$ cat src/include/axi_ram_macros.svh
`ifndef AXI_RAM_MACROS_SVH
`define AXI_RAM_MACROS_SVH

// Bus widths
`define AXI_DATA_W 32
`define AXI_STRB_W (`AXI_DATA_W / 8)
`define AXI_ADDR_W 12
`define AXI_ID_W 4
`define AXI_LEN_W 8

// Storage word address, 1024 words
`define RAM_WORD_AW 10

`endif

$ cat src/design/axi_pkg.sv
`include "axi_ram_macros.svh"

package axi_pkg;

    typedef logic [`AXI_ADDR_W-1:0]  axi_addr_t;
    typedef logic [`AXI_ID_W-1:0]    axi_id_t;
    typedef logic [`AXI_LEN_W-1:0]   axi_len_t;
    typedef logic [`AXI_DATA_W-1:0]  axi_data_t;
    typedef logic [`AXI_STRB_W-1:0]  axi_strb_t;
    typedef logic [`RAM_WORD_AW-1:0] ram_word_t;

    typedef enum logic [1:0] {
        BURST_FIXED = 2'b00,
        BURST_INCR  = 2'b01,
        BURST_WRAP  = 2'b10
    } axi_burst_e;

    typedef enum logic [1:0] {
        RESP_OKAY   = 2'b00,
        RESP_SLVERR = 2'b10
    } axi_resp_e;

    // Bytes per beat as log2, anything above SIZE_4B is wider than the bus
    typedef enum logic [2:0] {
        SIZE_1B   = 3'd0,
        SIZE_2B   = 3'd1,
        SIZE_4B   = 3'd2,
        SIZE_8B   = 3'd3,
        SIZE_16B  = 3'd4,
        SIZE_32B  = 3'd5,
        SIZE_64B  = 3'd6,
        SIZE_128B = 3'd7
    } axi_size_e;

    // AW and AR share one layout
    typedef struct packed {
        axi_id_t    id;
        axi_addr_t  addr;
        axi_len_t   len;
        axi_size_e  size;
        axi_burst_e burst;
    } axi_ax_t;

    typedef struct packed {
        axi_data_t data;
        axi_strb_t strb;
        logic      last;
    } axi_w_t;

    typedef struct packed {
        axi_id_t   id;
        axi_resp_e resp;
    } axi_b_t;

    typedef struct packed {
        axi_id_t   id;
        axi_data_t data;
        axi_resp_e resp;
        logic      last;
    } axi_r_t;

    typedef struct packed {
        logic      en;
        ram_word_t addr;
        axi_data_t data;
        axi_strb_t be;
    } ram_wr_t;

endpackage

$ cat src/design/axi_burst_addr.sv
`timescale 1ns/1ps

module axi_burst_addr (
    input  axi_pkg::axi_addr_t addr,
    input  axi_pkg::axi_ax_t   cmd,
    output axi_pkg::axi_addr_t next_addr,
    output logic               illegal
);

    axi_pkg::axi_addr_t beat_bytes;
    axi_pkg::axi_addr_t incr_addr;
    axi_pkg::axi_addr_t wrap_mask;
    logic               wrap_len_ok;

    assign beat_bytes = axi_pkg::axi_addr_t'(1) << cmd.size;
    assign incr_addr  = addr + beat_bytes; // Rolls over at 4 KB

    // Window is (len+1) beats, mask keeps the offset inside it
    assign wrap_mask = ((axi_pkg::axi_addr_t'(cmd.len) + axi_pkg::axi_addr_t'(1)) << cmd.size)
                       - axi_pkg::axi_addr_t'(1);

    assign wrap_len_ok = (cmd.len == 8'd1) || (cmd.len == 8'd3) ||
                         (cmd.len == 8'd7) || (cmd.len == 8'd15);

    assign illegal = (cmd.size > axi_pkg::SIZE_4B) ||
                     ((cmd.burst == axi_pkg::BURST_WRAP) && !wrap_len_ok);

    always_comb begin
        case (cmd.burst)
            axi_pkg::BURST_INCR: next_addr = incr_addr;
            axi_pkg::BURST_WRAP: next_addr = (addr & ~wrap_mask) | (incr_addr & wrap_mask);
            default:             next_addr = addr; // FIXED
        endcase
    end

endmodule

$ cat src/design/axi_write_engine.sv
`timescale 1ns/1ps
`include "axi_ram_macros.svh"

module axi_write_engine (
    input  logic             clk,
    input  logic             rst_n,
    input  logic             aw_valid,
    output logic             aw_ready,
    input  axi_pkg::axi_ax_t aw,
    input  logic             w_valid,
    output logic             w_ready,
    input  axi_pkg::axi_w_t  w,
    output logic             b_valid,
    input  logic             b_ready,
    output axi_pkg::axi_b_t  b,
    output axi_pkg::ram_wr_t ram_wr
);

    typedef enum logic [1:0] {
        W_IDLE,
        W_DATA,
        W_RESP
    } wr_state_e;

    wr_state_e          state;
    axi_pkg::axi_ax_t   cmd;
    axi_pkg::axi_addr_t addr_q;
    axi_pkg::axi_addr_t next_addr;
    axi_pkg::axi_len_t  beat_cnt;
    logic               illegal;
    logic               aw_hs;
    logic               w_hs;

    axi_burst_addr addr_i (
        .addr      (addr_q),
        .cmd       (cmd),
        .next_addr (next_addr),
        .illegal   (illegal)
    );

    assign aw_ready = (state == W_IDLE);
    assign w_ready  = (state == W_DATA);
    assign b_valid  = (state == W_RESP);

    assign aw_hs = aw_valid && aw_ready;
    assign w_hs  = w_valid && w_ready;

    // Strobed write lands on the same edge as the W transfer
    assign ram_wr.en   = w_hs && !illegal;
    assign ram_wr.addr = addr_q[`AXI_ADDR_W-1:2];
    assign ram_wr.data = w.data;
    assign ram_wr.be   = w.strb;

    assign b.id   = cmd.id;
    assign b.resp = illegal ? axi_pkg::RESP_SLVERR : axi_pkg::RESP_OKAY;

    always_ff @(posedge clk or negedge rst_n) begin
        if (!rst_n) begin
            state    <= W_IDLE;
            beat_cnt <= '0;
        end else begin
            case (state)
                W_IDLE: begin
                    if (aw_hs) begin
                        state    <= W_DATA;
                        beat_cnt <= '0;
                    end
                end
                W_DATA: begin
                    if (w_hs) begin
                        beat_cnt <= beat_cnt + 8'd1;
                        if (beat_cnt == cmd.len)
                            state <= W_RESP; // Beat count ends the burst, not w.last
                    end
                end
                W_RESP: begin
                    if (b_ready)
                        state <= W_IDLE;
                end
                default: state <= W_IDLE;
            endcase
        end
    end

    always_ff @(posedge clk) begin
        if (aw_hs) begin
            cmd    <= aw;
            addr_q <= aw.addr;
        end else if (w_hs) begin
            addr_q <= next_addr;
        end
    end

endmodule

$ cat config.mk
export PLATFORM = sky130hd
export DESIGN_NAME = axi_write_engine
export DESIGN_NICKNAME = d
export VERILOG_FILES = /design/src/design/axi_pkg.sv /design/src/design/axi_burst_addr.sv /design/src/design/axi_write_engine.sv
export VERILOG_INCLUDE_DIRS = /design/src /design/src/include
export SDC_FILE = /design/constraint.sdc
export NUM_CORES = 1
export LEC_CHECK = 0
export ABC_CLOCK_PERIOD_IN_PS = 7600
export BUFFER_PORTS_ARGS = -buffer_cell sky130_fd_sc_hd__buf_4
export CORE_MARGIN = 4
export CORE_UTILIZATION = 40
export DETAILED_ROUTE_END_ITERATION = 12
export PLACE_DENSITY = 0.69
export SLEW_MARGIN = 30
export SYNTH_ARGS = -nofsm -noshare
export SYNTH_HDL_FRONTEND = slang
export SYNTH_HIERARCHICAL = 1
export SYNTH_SLANG_ARGS = --single-unit
$ cat constraint.sdc
create_clock -name clk -period 7.6 [get_ports clk]
set_input_delay 1.14 -clock clk [delete_from_list [all_inputs] [get_ports clk]]
set_output_delay 1.14 -clock clk [all_outputs]
set_load 0.01 [all_outputs]
==> impl_results.md <==
* Final Hold Fails at 0
* Total CTS buffers at 5
* DRT antenna net count at 0
* Tmin final at 3910 ps
* RSZ-0062 raised after global routing: false
* Peak supply drop at 0.116 mV
* WL final at 9120 um
* Die Wd at 108 um
* Peak Freq at 256 MHz
* Synth Instances at 451
* # DRC at 0
* Status: finished, final reports clean
* Setup crit end kind: flip-flop
* Worst skew pair latency at 300 ps
* Critical path class: flip-flop to flip-flop
* Worst-margin pin slew at 676 ps
* Critical Path Source Type: flip-flop
* Hold Buf Count CTS at 0
* Largest net degree at the start of global routing at 32
* WL per Instance at 16.0 um
* Yosys Warn Count at 6
* CTS root buffer: clkbuf_8
* Initial antenna violation count at 0
* Critical path's largest stage delay at 680 ps
* Clock tree buffer depth at 2
* CTS tree: built
* Core box area at 0.00973 mm2
* P_sw at 0.000353 W
* Storage cell area at 0.00112 mm2
* Pre-CTS setup slack at 3800 ps
* Synthesized cell area at 0.00399 mm2
* Area of the multi-input gates at 0.00228 mm2
* Core Util, Final at 42.7%
* Sw Share at 37.6%
* Iteration-0 DRC Markers at 399
* Layout area overhead at 4.27%
* Drt pass-1 iters at 5
* Worst path arrival time at 3960 ps
* Fillcell total at 986
* Layout cells sized above 1 at 23.5%
* CTS HTree Levels at 2
* Vias at 3285
* Initial Util at 41.0%
* # clock sinks at 39
* P_leak at 1.62 nW
* Resize count post-CTS at 0
* Relative slew slack at 55.0%
* Hold Slack at 573 ps
* RePlAce Congestion at 0.998
* Power Density at 226 mW/mm2
* Reg clk slew, reported paths at 80 ps
* Min-Delay Path Class: flip-flop to flip-flop
* Port Buffer Count at 52
* Number of vias per cell at 5.75
* Ports at 127
* Crit-path cells: clkinv_1, nand2_1, nor2_1, ha_1, a21oi_1, o21ai_0, o31ai_1, a211oi_1, mux2_2, and3_1, o21bai_1, nand3_1, mux2_2
* Post-layout nets at 523
* Cell family with most CP delay: compound AO/OA/AOI/OAI gates
* Crit path required time at 7660 ps
* Overall Global Routing Usage at 16.1%
* Final Worst Setup Slack at 3690 ps
* Placement Rows at 36
* Reg-to-reg setup timing slack at 3690 ps
* WP buf/inv at 1
* R2R Path End: addr_q[10]
* Post-Synthesis Mean Instance Area at 8.84 um2
* Final slew viol count at 0
* HPWL after DPL at 6860 um
* Die H at 108 um
* Post-synth net total at 537
* Pint at 0.000585 W
* Crit-path slowest cell: edfxtp_1
* Setup Buffers After CTS at 0
* Fin Setup TNS at 0 ps
* Hold depth at 2
* Worst r2r path cells at 13
* Die area at 0.0116 mm2
* Ant. Diodes at 0
* Crit-path max FO at 17
* Vias in the first global route at 3197
* Sequential power share at 38.3%
* GRT Residual Overflow at 0
* Clk pwr share at 19.1%
* Combinational power share at 42.6%
* # Max-Cap Violations at 0
* Final Setup Violations at 0
* Hold_sp: beat_cnt[7]
* Worst path most repeated cell: mux2_2
* Global-route wire length before repair at 15400 um
* Reg2reg start: cmd[4]
* Final worst-path cycle share at 51.4%
* Worst hold endpoint: beat_cnt[7]
* Clk_skew at 6.25 ps
sequential cells by signal, indices dropped and copies added (netlist names):
register,flops
state,2
addr_q,12
b,4
beat_cnt,8
cmd,13
per-layer routing:
metal,part of all wire (%),vias to the layer above,GRT usage [%]
li1,-,1563,-
met1,43,1553,21.2
met2,48,142,26.7
met3,7.1,27,3.00
met4,1.8,0,5.05
met5,0,-,0
final cells by class:
class / instances / share of cell area, %
repair buffers: 56 / 10.1
flip-flops and latches: 39 / 27.0
clock inverters: 2 / 0.903
well taps: 133 / 4.00
inverters: 16 / 1.44
multi-input cells: 319 / 54.8
clock buffers: 6 / 1.75
worst max path at each step:
stage                 from         end  slack [ps]  depth (start not counted)
detailed placement  cmd[4]  addr_q[10]        3800                         13
global route        cmd[4]  addr_q[10]        3360                         13
floorplan           cmd[4]  addr_q[10]        4250                         14
global placement    cmd[4]  addr_q[10]        3890                         13
finish              cmd[4]  addr_q[10]        3690                         13
CTS                 cmd[4]  addr_q[10]        3780                         13
layout by cell type (no fill, tap or decap), types with 5 or more instances in the layout:
cell	n
buf_4	56
nor2_1	38
nand2_1	37
edfxtp_1	29
o21ai_0	20
a21oi_1	19
xnor2_1	18
mux2_2	14
nand3_1	14
ha_1	14
inv_1	12
nor3_1	12
dfrtp_1	10
nor4_1	7
nor3b_1	6
xor2_1	6
mux2i_1	6
nand4_1	5
a211oi_1	5
clkbuf_8	5
metrics by stage:
step	instances	power, W	instance area, um2
6_report	571	0.000938	4160
5_1_grt	571	0.00101	4160
4_1_cts	571	0.000946	4160
3_5_place_dp	563	0.000763	4050
3_3_place_gp	563	0.000748	4050
2_1_floorplan	451	0.000689	3990
tightest hold or removal path: stages, from the launching register on:
cell and delay, ps:
dfrtp_1 390, xnor2_1 80, nor2_1 70
power groups by stage:
| stage | sequential, W | combinational [W] | clock [W] |
|---|---|---|---|
| floorplan | 0.000337 | 0.000352 | 0 |
| global placement | 0.000360 | 0.000387 | 0 |
| detailed placement | 0.000365 | 0.000398 | 0 |
| CTS | 0.000359 | 0.000400 | 0.000186 |
| global route | 0.000368 | 0.000447 | 0.000192 |
| finish | 0.000359 | 0.000399 | 0.000180 |
No activity file was read; power rests on OpenSTA's default activity.
