[config.mk]
export PLATFORM = sky130hd
export DESIGN_NAME = axi_read_engine
export DESIGN_NICKNAME = d
export VERILOG_FILES = /design/src/design/axi_pkg.sv /design/src/design/axi_burst_addr.sv /design/src/design/axi_read_engine.sv
export VERILOG_INCLUDE_DIRS = /design/src /design/src/include
export SDC_FILE = /design/constraint.sdc
export NUM_CORES = 1
export LEC_CHECK = 0
export BUFFER_PORTS_ARGS = -buffer_cell sky130_fd_sc_hd__buf_2
export CORE_MARGIN = 4
export CORE_UTILIZATION = 30
export CTS_BUF_LIST = sky130_fd_sc_hd__clkbuf_8
export CTS_CLUSTER_SIZE = 30
export DETAILED_ROUTE_END_ITERATION = 8
export PLACE_DENSITY = 0.46
export RECOVER_POWER = 100
export SLEW_MARGIN = 40
export SYNTH_ARGS = -nofsm -noshare
export SYNTH_HDL_FRONTEND = slang
export SYNTH_SLANG_ARGS = --single-unit
[constraint.sdc]
create_clock -name clk -period 6.1 [get_ports clk]
set_clock_uncertainty 0.2 [all_clocks]
set_input_delay 1.22 -clock clk [delete_from_list [all_inputs] [get_ports clk]]
set_output_delay 1.22 -clock clk [all_outputs]
set_load 0.005 [all_outputs]
[src/include/axi_ram_macros.svh]
`ifndef AXI_RAM_MACROS_SVH
`define AXI_RAM_MACROS_SVH

// Bus widths
`define AXI_DATA_W 32
`define AXI_STRB_W (`AXI_DATA_W / 8)
`define AXI_ADDR_W 12
`define AXI_ID_W 4
`define AXI_LEN_W 8

// Storage word address, 1024 words
`define RAM_WORD_AW 10

`endif

[src/design/axi_pkg.sv]
`include "axi_ram_macros.svh"

package axi_pkg;

    typedef logic [`AXI_ADDR_W-1:0]  axi_addr_t;
    typedef logic [`AXI_ID_W-1:0]    axi_id_t;
    typedef logic [`AXI_LEN_W-1:0]   axi_len_t;
    typedef logic [`AXI_DATA_W-1:0]  axi_data_t;
    typedef logic [`AXI_STRB_W-1:0]  axi_strb_t;
    typedef logic [`RAM_WORD_AW-1:0] ram_word_t;

    typedef enum logic [1:0] {
        BURST_FIXED = 2'b00,
        BURST_INCR  = 2'b01,
        BURST_WRAP  = 2'b10
    } axi_burst_e;

    typedef enum logic [1:0] {
        RESP_OKAY   = 2'b00,
        RESP_SLVERR = 2'b10
    } axi_resp_e;

    // Bytes per beat as log2, anything above SIZE_4B is wider than the bus
    typedef enum logic [2:0] {
        SIZE_1B   = 3'd0,
        SIZE_2B   = 3'd1,
        SIZE_4B   = 3'd2,
        SIZE_8B   = 3'd3,
        SIZE_16B  = 3'd4,
        SIZE_32B  = 3'd5,
        SIZE_64B  = 3'd6,
        SIZE_128B = 3'd7
    } axi_size_e;

    // AW and AR share one layout
    typedef struct packed {
        axi_id_t    id;
        axi_addr_t  addr;
        axi_len_t   len;
        axi_size_e  size;
        axi_burst_e burst;
    } axi_ax_t;

    typedef struct packed {
        axi_data_t data;
        axi_strb_t strb;
        logic      last;
    } axi_w_t;

    typedef struct packed {
        axi_id_t   id;
        axi_resp_e resp;
    } axi_b_t;

    typedef struct packed {
        axi_id_t   id;
        axi_data_t data;
        axi_resp_e resp;
        logic      last;
    } axi_r_t;

    typedef struct packed {
        logic      en;
        ram_word_t addr;
        axi_data_t data;
        axi_strb_t be;
    } ram_wr_t;

endpackage

[src/design/axi_burst_addr.sv]
`timescale 1ns/1ps

module axi_burst_addr (
    input  axi_pkg::axi_addr_t addr,
    input  axi_pkg::axi_ax_t   cmd,
    output axi_pkg::axi_addr_t next_addr,
    output logic               illegal
);

    axi_pkg::axi_addr_t beat_bytes;
    axi_pkg::axi_addr_t incr_addr;
    axi_pkg::axi_addr_t wrap_mask;
    logic               wrap_len_ok;

    assign beat_bytes = axi_pkg::axi_addr_t'(1) << cmd.size;
    assign incr_addr  = addr + beat_bytes; // Rolls over at 4 KB

    // Window is (len+1) beats, mask keeps the offset inside it
    assign wrap_mask = ((axi_pkg::axi_addr_t'(cmd.len) + axi_pkg::axi_addr_t'(1)) << cmd.size)
                       - axi_pkg::axi_addr_t'(1);

    assign wrap_len_ok = (cmd.len == 8'd1) || (cmd.len == 8'd3) ||
                         (cmd.len == 8'd7) || (cmd.len == 8'd15);

    assign illegal = (cmd.size > axi_pkg::SIZE_4B) ||
                     ((cmd.burst == axi_pkg::BURST_WRAP) && !wrap_len_ok);

    always_comb begin
        case (cmd.burst)
            axi_pkg::BURST_INCR: next_addr = incr_addr;
            axi_pkg::BURST_WRAP: next_addr = (addr & ~wrap_mask) | (incr_addr & wrap_mask);
            default:             next_addr = addr; // FIXED
        endcase
    end

endmodule

[src/design/axi_read_engine.sv]
`timescale 1ns/1ps
`include "axi_ram_macros.svh"

module axi_read_engine (
    input  logic                    clk,
    input  logic                    rst_n,
    input  logic                    ar_valid,
    output logic                    ar_ready,
    input  axi_pkg::axi_ax_t        ar,
    output logic                    r_valid,
    input  logic                    r_ready,
    output axi_pkg::axi_r_t         r,
    output logic                    rd_en,
    output logic [`RAM_WORD_AW-1:0] rd_addr,
    input  logic [`AXI_DATA_W-1:0]  rd_data
);

    typedef enum logic {
        R_IDLE,
        R_BUSY
    } rd_state_e;

    rd_state_e              state;
    axi_pkg::axi_ax_t       cmd;
    axi_pkg::axi_ax_t       cur_cmd;
    axi_pkg::axi_addr_t     addr_q;
    axi_pkg::axi_addr_t     cur_addr;
    axi_pkg::axi_addr_t     next_addr;
    axi_pkg::axi_len_t      remain;
    axi_pkg::axi_len_t      ld_cnt;
    logic [`AXI_DATA_W-1:0] slot_data;
    logic                   slot_valid;
    logic                   slot_last;
    logic                   pend;     // rd_data holds a word not yet in the slot
    logic                   err_q;
    logic                   illegal;
    logic                   ar_hs;
    logic                   r_hs;
    logic                   load;
    logic                   issue;

    assign ar_ready = (state == R_IDLE);
    assign ar_hs    = ar_valid && ar_ready;
    assign r_hs     = r_valid && r_ready;

    // First beat is fetched straight off the AR channel
    assign cur_cmd  = ar_ready ? ar : cmd;
    assign cur_addr = ar_ready ? ar.addr : addr_q;

    axi_burst_addr addr_i (
        .addr      (cur_addr),
        .cmd       (cur_cmd),
        .next_addr (next_addr),
        .illegal   (illegal)
    );

    assign load  = pend && (!slot_valid || r_ready);
    assign issue = (state == R_BUSY) && (remain != '0) && (!pend || load);

    assign rd_en   = ar_hs || issue;
    assign rd_addr = cur_addr[`AXI_ADDR_W-1:2];

    assign r_valid = slot_valid;
    assign r.id    = cmd.id;
    assign r.data  = slot_data;
    assign r.resp  = err_q ? axi_pkg::RESP_SLVERR : axi_pkg::RESP_OKAY;
    assign r.last  = slot_last;

    always_ff @(posedge clk or negedge rst_n) begin
        if (!rst_n) begin
            state      <= R_IDLE;
            remain     <= '0;
            ld_cnt     <= '0;
            pend       <= 1'b0;
            slot_valid <= 1'b0;
            slot_last  <= 1'b0;
            err_q      <= 1'b0;
        end else begin
            if (ar_hs) begin
                state  <= R_BUSY;
                remain <= ar.len;
                ld_cnt <= '0;
                err_q  <= illegal;
            end else if (r_hs && slot_last) begin
                state <= R_IDLE;
            end
            if (issue)
                remain <= remain - 8'd1;
            pend <= rd_en || (pend && !load);
            if (load) begin
                slot_valid <= 1'b1;
                slot_last  <= (ld_cnt == cmd.len);
                ld_cnt     <= ld_cnt + 8'd1;
            end else if (r_hs) begin
                slot_valid <= 1'b0;
                slot_last  <= 1'b0;
            end
        end
    end

    always_ff @(posedge clk) begin
        if (ar_hs)
            cmd <= ar;
        if (rd_en)
            addr_q <= next_addr;
        if (load)
            slot_data <= err_q ? '0 : rd_data; // Zero data on SLVERR
    end

endmodule

==> run summary <==
via count - 4,686
Pre-antenna DRT Iters - 5
Rel. slew slack - -0.3000
largest net degree at the start of global routing - 39
crit-path leading delay family - compound AO/OA/AOI/OAI gates
pwr dens - 503.8 nW/um^2
ys flop type - edfxtp_1
setup total negative slack - 0 ns
Cell Rows - 49
Synth Cell Area - 5624 sq um
share of layout cells above drive strength 1 - 0.1701
H-Tree Depth - 3
setup violators final - 0
reg2reg path depth - 15
root buffer cell - clkbuf_8
Tmin final - 4.518 ns
total power - 0.003264 W
nets - 753
Final Hold Viols - 0
Post-Synth Simple-Gate Area - 0.1944
Data arrival, critical path - 4.47 ns
Slowest cell on crit path - dfrtp_4
Syn Inst Count - 569
vias per cell - 5.178
DRC Markers - 0
Worst Setup End Kind - flop
IO Pins - 117
Synth Area in Adders - 0.03915
die width - 144.9 microns
asr flop ratio synth - 0.2561
initial antenna violation count - 0
Worst path max stage delay - 0.77 ns
unrepaired setup endpoints after global routing - false
CP Launch Point - state
Max Root-Sink Buffers - 2
RR Endpoint - addr_q[11]
Final Cycle Share - 0.7406
FF-to-FF Start - state
Lkg Pwr - 2.593 nW
vias in the first global route - 4,775
DRT iter0 DRCs - 299
f_max - 221.4 MHz
failing checks - max-capacitance violations, max-slew violations
MaxCap Viol Count - 1
TritonCTS clock tree - yes
Die Y-Extent - 144.9 microns
Core Area - 18,210 sq um
post-route antenna net violation count - 0
gpl congestion - 0.7983
die area - 21,000 sq um
maximum vdd drop - 0.2481 mV
Setup Fix Bufs, Post-CTS - 0
GRT overflow - 0
Setup CP Type - reg2reg
CTS hold repair buffers - 0
crit-path most repeated cell - o21ai_0
gr usage total - 0.1473
Hold WC Path Type - reg2reg
#FFs+latches synth - 82
crit path cell chain - clkbuf_1 -> mux2i_1 -> buf_4 -> nand2_1 -> inv_1 -> ha_1 -> o21ai_0 -> o21ai_0 -> a21oi_1 -> o21ai_0 -> nand3_1 -> nor2_1 -> mux2i_1 -> nor4_1 -> a2111oi_0
CP Depth - 15
Compound-Gate Fraction of Synth Area - 0.1800
largest family of logic cells by synthesized area - simple AND/OR/NAND/NOR gates
sequential share of the synthesized area - 0.4191
CTS buffer count - 9
CTS resizes - 0
Yosys Warn Count - 0
# clock sinks - 82
worst skew pair latency - 0.38 ns
Buf/Inv on CP - 3
Wirelength per Cell - 17.08 microns
syn avg cell area - 9.884 sq um
Synth Area in XOR/XNOR - 0.04672
WP data required - 6.05 ns
Clock transition at path regs - 0.10 ns
reg2reg setup slack - 1.58 ns
fin util - 0.3558
Initial Util - 0.3089
Post-synth EDFFs - 61
worst-margin pin slew - 1.950 ns
Final Max Slew Viols - 39
Detailed Place HPWL - 11,520 microns
global-route wire length before repair - 25,470 microns
Synth Net Count - 651
WL final - 15,460 microns
Area growth, synth to finish - 15.19%
Setup crit end - addr_q[11]
Worst setup SP type - flop
Critical Path Fanout Max - 37
status - finished with violations
IO buf count - 115
post-synthesis mux area share - 0.07519
Antenna diodes - 0
library cells used by synthesis - 76
==> cells by family after synthesis <==
kind of cell             count (synthesis)
AO/OA/AOI/OAI                          132
buffers and inverters                   54
other                                    1
adder cells (fa/ha/maj)                 17
AND/OR/NAND/NOR                        215
XOR/XNOR                                30
multiplexers                            38
flip-flops                              82
==> state kept, by name, indices dropped and copies added (netlist names) <==
name,flops
slot_data,32
cmd,13
addr_q,12
ld_cnt,8
remain,8
r,4
err_q,1
pend,1
r_valid,1
slot_last,1
state,1
==> cell usage in the layout, fill, tap and decap left out, types with 14 or more instances in the layout <==
cell       n
mux2i_1   15
xnor2_1   19
dfrtp_1   20
buf_2     71
ha_1      16
edfxtp_1  61
nor2_1    47
inv_1     21
clkbuf_1  47
nor2b_1   36
o21ai_0   31
a21oi_1   21
nand3_1   14
nand2_1   53
==> report_power, final <==
group          switching, W  total, W  internal, W
registers          0.000159   0.00101     0.000847
clock network      0.000232  0.000384     0.000152
logic               0.00112   0.00187     0.000755
total               0.00151   0.00326      0.00175
==> stage by stage <==
stage	setup slack, ns	cells	area [sq um]	hold slack, ns
final	1.582	905	6479	0.3311
after global routing	1.122	905	6479	0.3764
after CTS	1.546	905	6555	0.3342
after detailed placement	1.352	889	6377	0.3078
after global placement	1.453	889	6375	0.3037
after floorplan	1.724	569	5624	0.2591
==> worst reg2reg max path: stages (launching register included) <==
cell	delay, ns
dfrtp_4	0.77
clkbuf_1	0.55
mux2i_1	0.25
buf_4	0.28
nand2_1	0.18
inv_1	0.09
ha_1	0.25
o21ai_0	0.12
o21ai_0	0.16
a21oi_1	0.25
o21ai_0	0.25
nand3_1	0.18
nor2_1	0.07
mux2i_1	0.18
nor4_1	0.06
a2111oi_0	0.43
==> area by class of cell <==
class / instances / area [sq um]
Clock inverter: 7 / 53.80
Multi-Input combinational cell: 433 / 3008
Sequential cell: 82 / 2361
Timing Repair Buffer: 122 / 558.0
Inverter: 23 / 87.58
Fill cell: 1879 / 11730
Clock buffer: 9 / 123.9
Tap cell: 229 / 286.5
==> layer usage <==
layer | share of wire | routed length (microns) | vias to the layer above | track usage
li1 | - | - | 2317 | -
met3 | 0.051 | 790 | 15 | 0.03305
met5 | 0 | 0 | - | 0
met1 | 0.49 | 7591 | 2220 | 0.2060
met4 | 0.015 | 239 | 0 | 0.04323
met2 | 0.44 | 6834 | 134 | 0.2298
==> worst min path at each step <==
| stage | slack, ns | from | depth (start not counted) | to |
|---|---|---|---|---|
| floorplan | 0.26 | pend | 2 | r_valid |
| global route | 0.38 | pend | 2 | r_valid |
| detailed placement | 0.31 | r_valid | 1 | slot_last |
| finish | 0.33 | r_valid | 1 | slot_last |
| CTS | 0.33 | r_valid | 1 | slot_last |
| global placement | 0.30 | r_valid | 1 | slot_last |
==> synthesized netlist by cell type, types with 6 or more instances <==
library cell  number  area share
edfxtp_1          61        0.33
nand2_1           53       0.035
nor2_1            47       0.031
nor2b_1           36       0.040
o21ai_0           30       0.027
a21oi_1           21       0.019
dfrtp_1           21       0.093
inv_1             21       0.014
mux2_2            20       0.040
xnor2_1           19       0.030
ha_1              16       0.036
mux2i_1           15       0.027
clkbuf_1          14      0.0093
nand3_1           14       0.012
nor3_1            12       0.011
xor2_1            11       0.017
nand4_1           10       0.011
and3_1             9       0.010
a211oi_1           8       0.011
buf_4              7      0.0093
a221o_1            6       0.011
and2_1             6      0.0067
o211ai_1           6      0.0080
No activity file was read; power rests on OpenSTA's default activity.
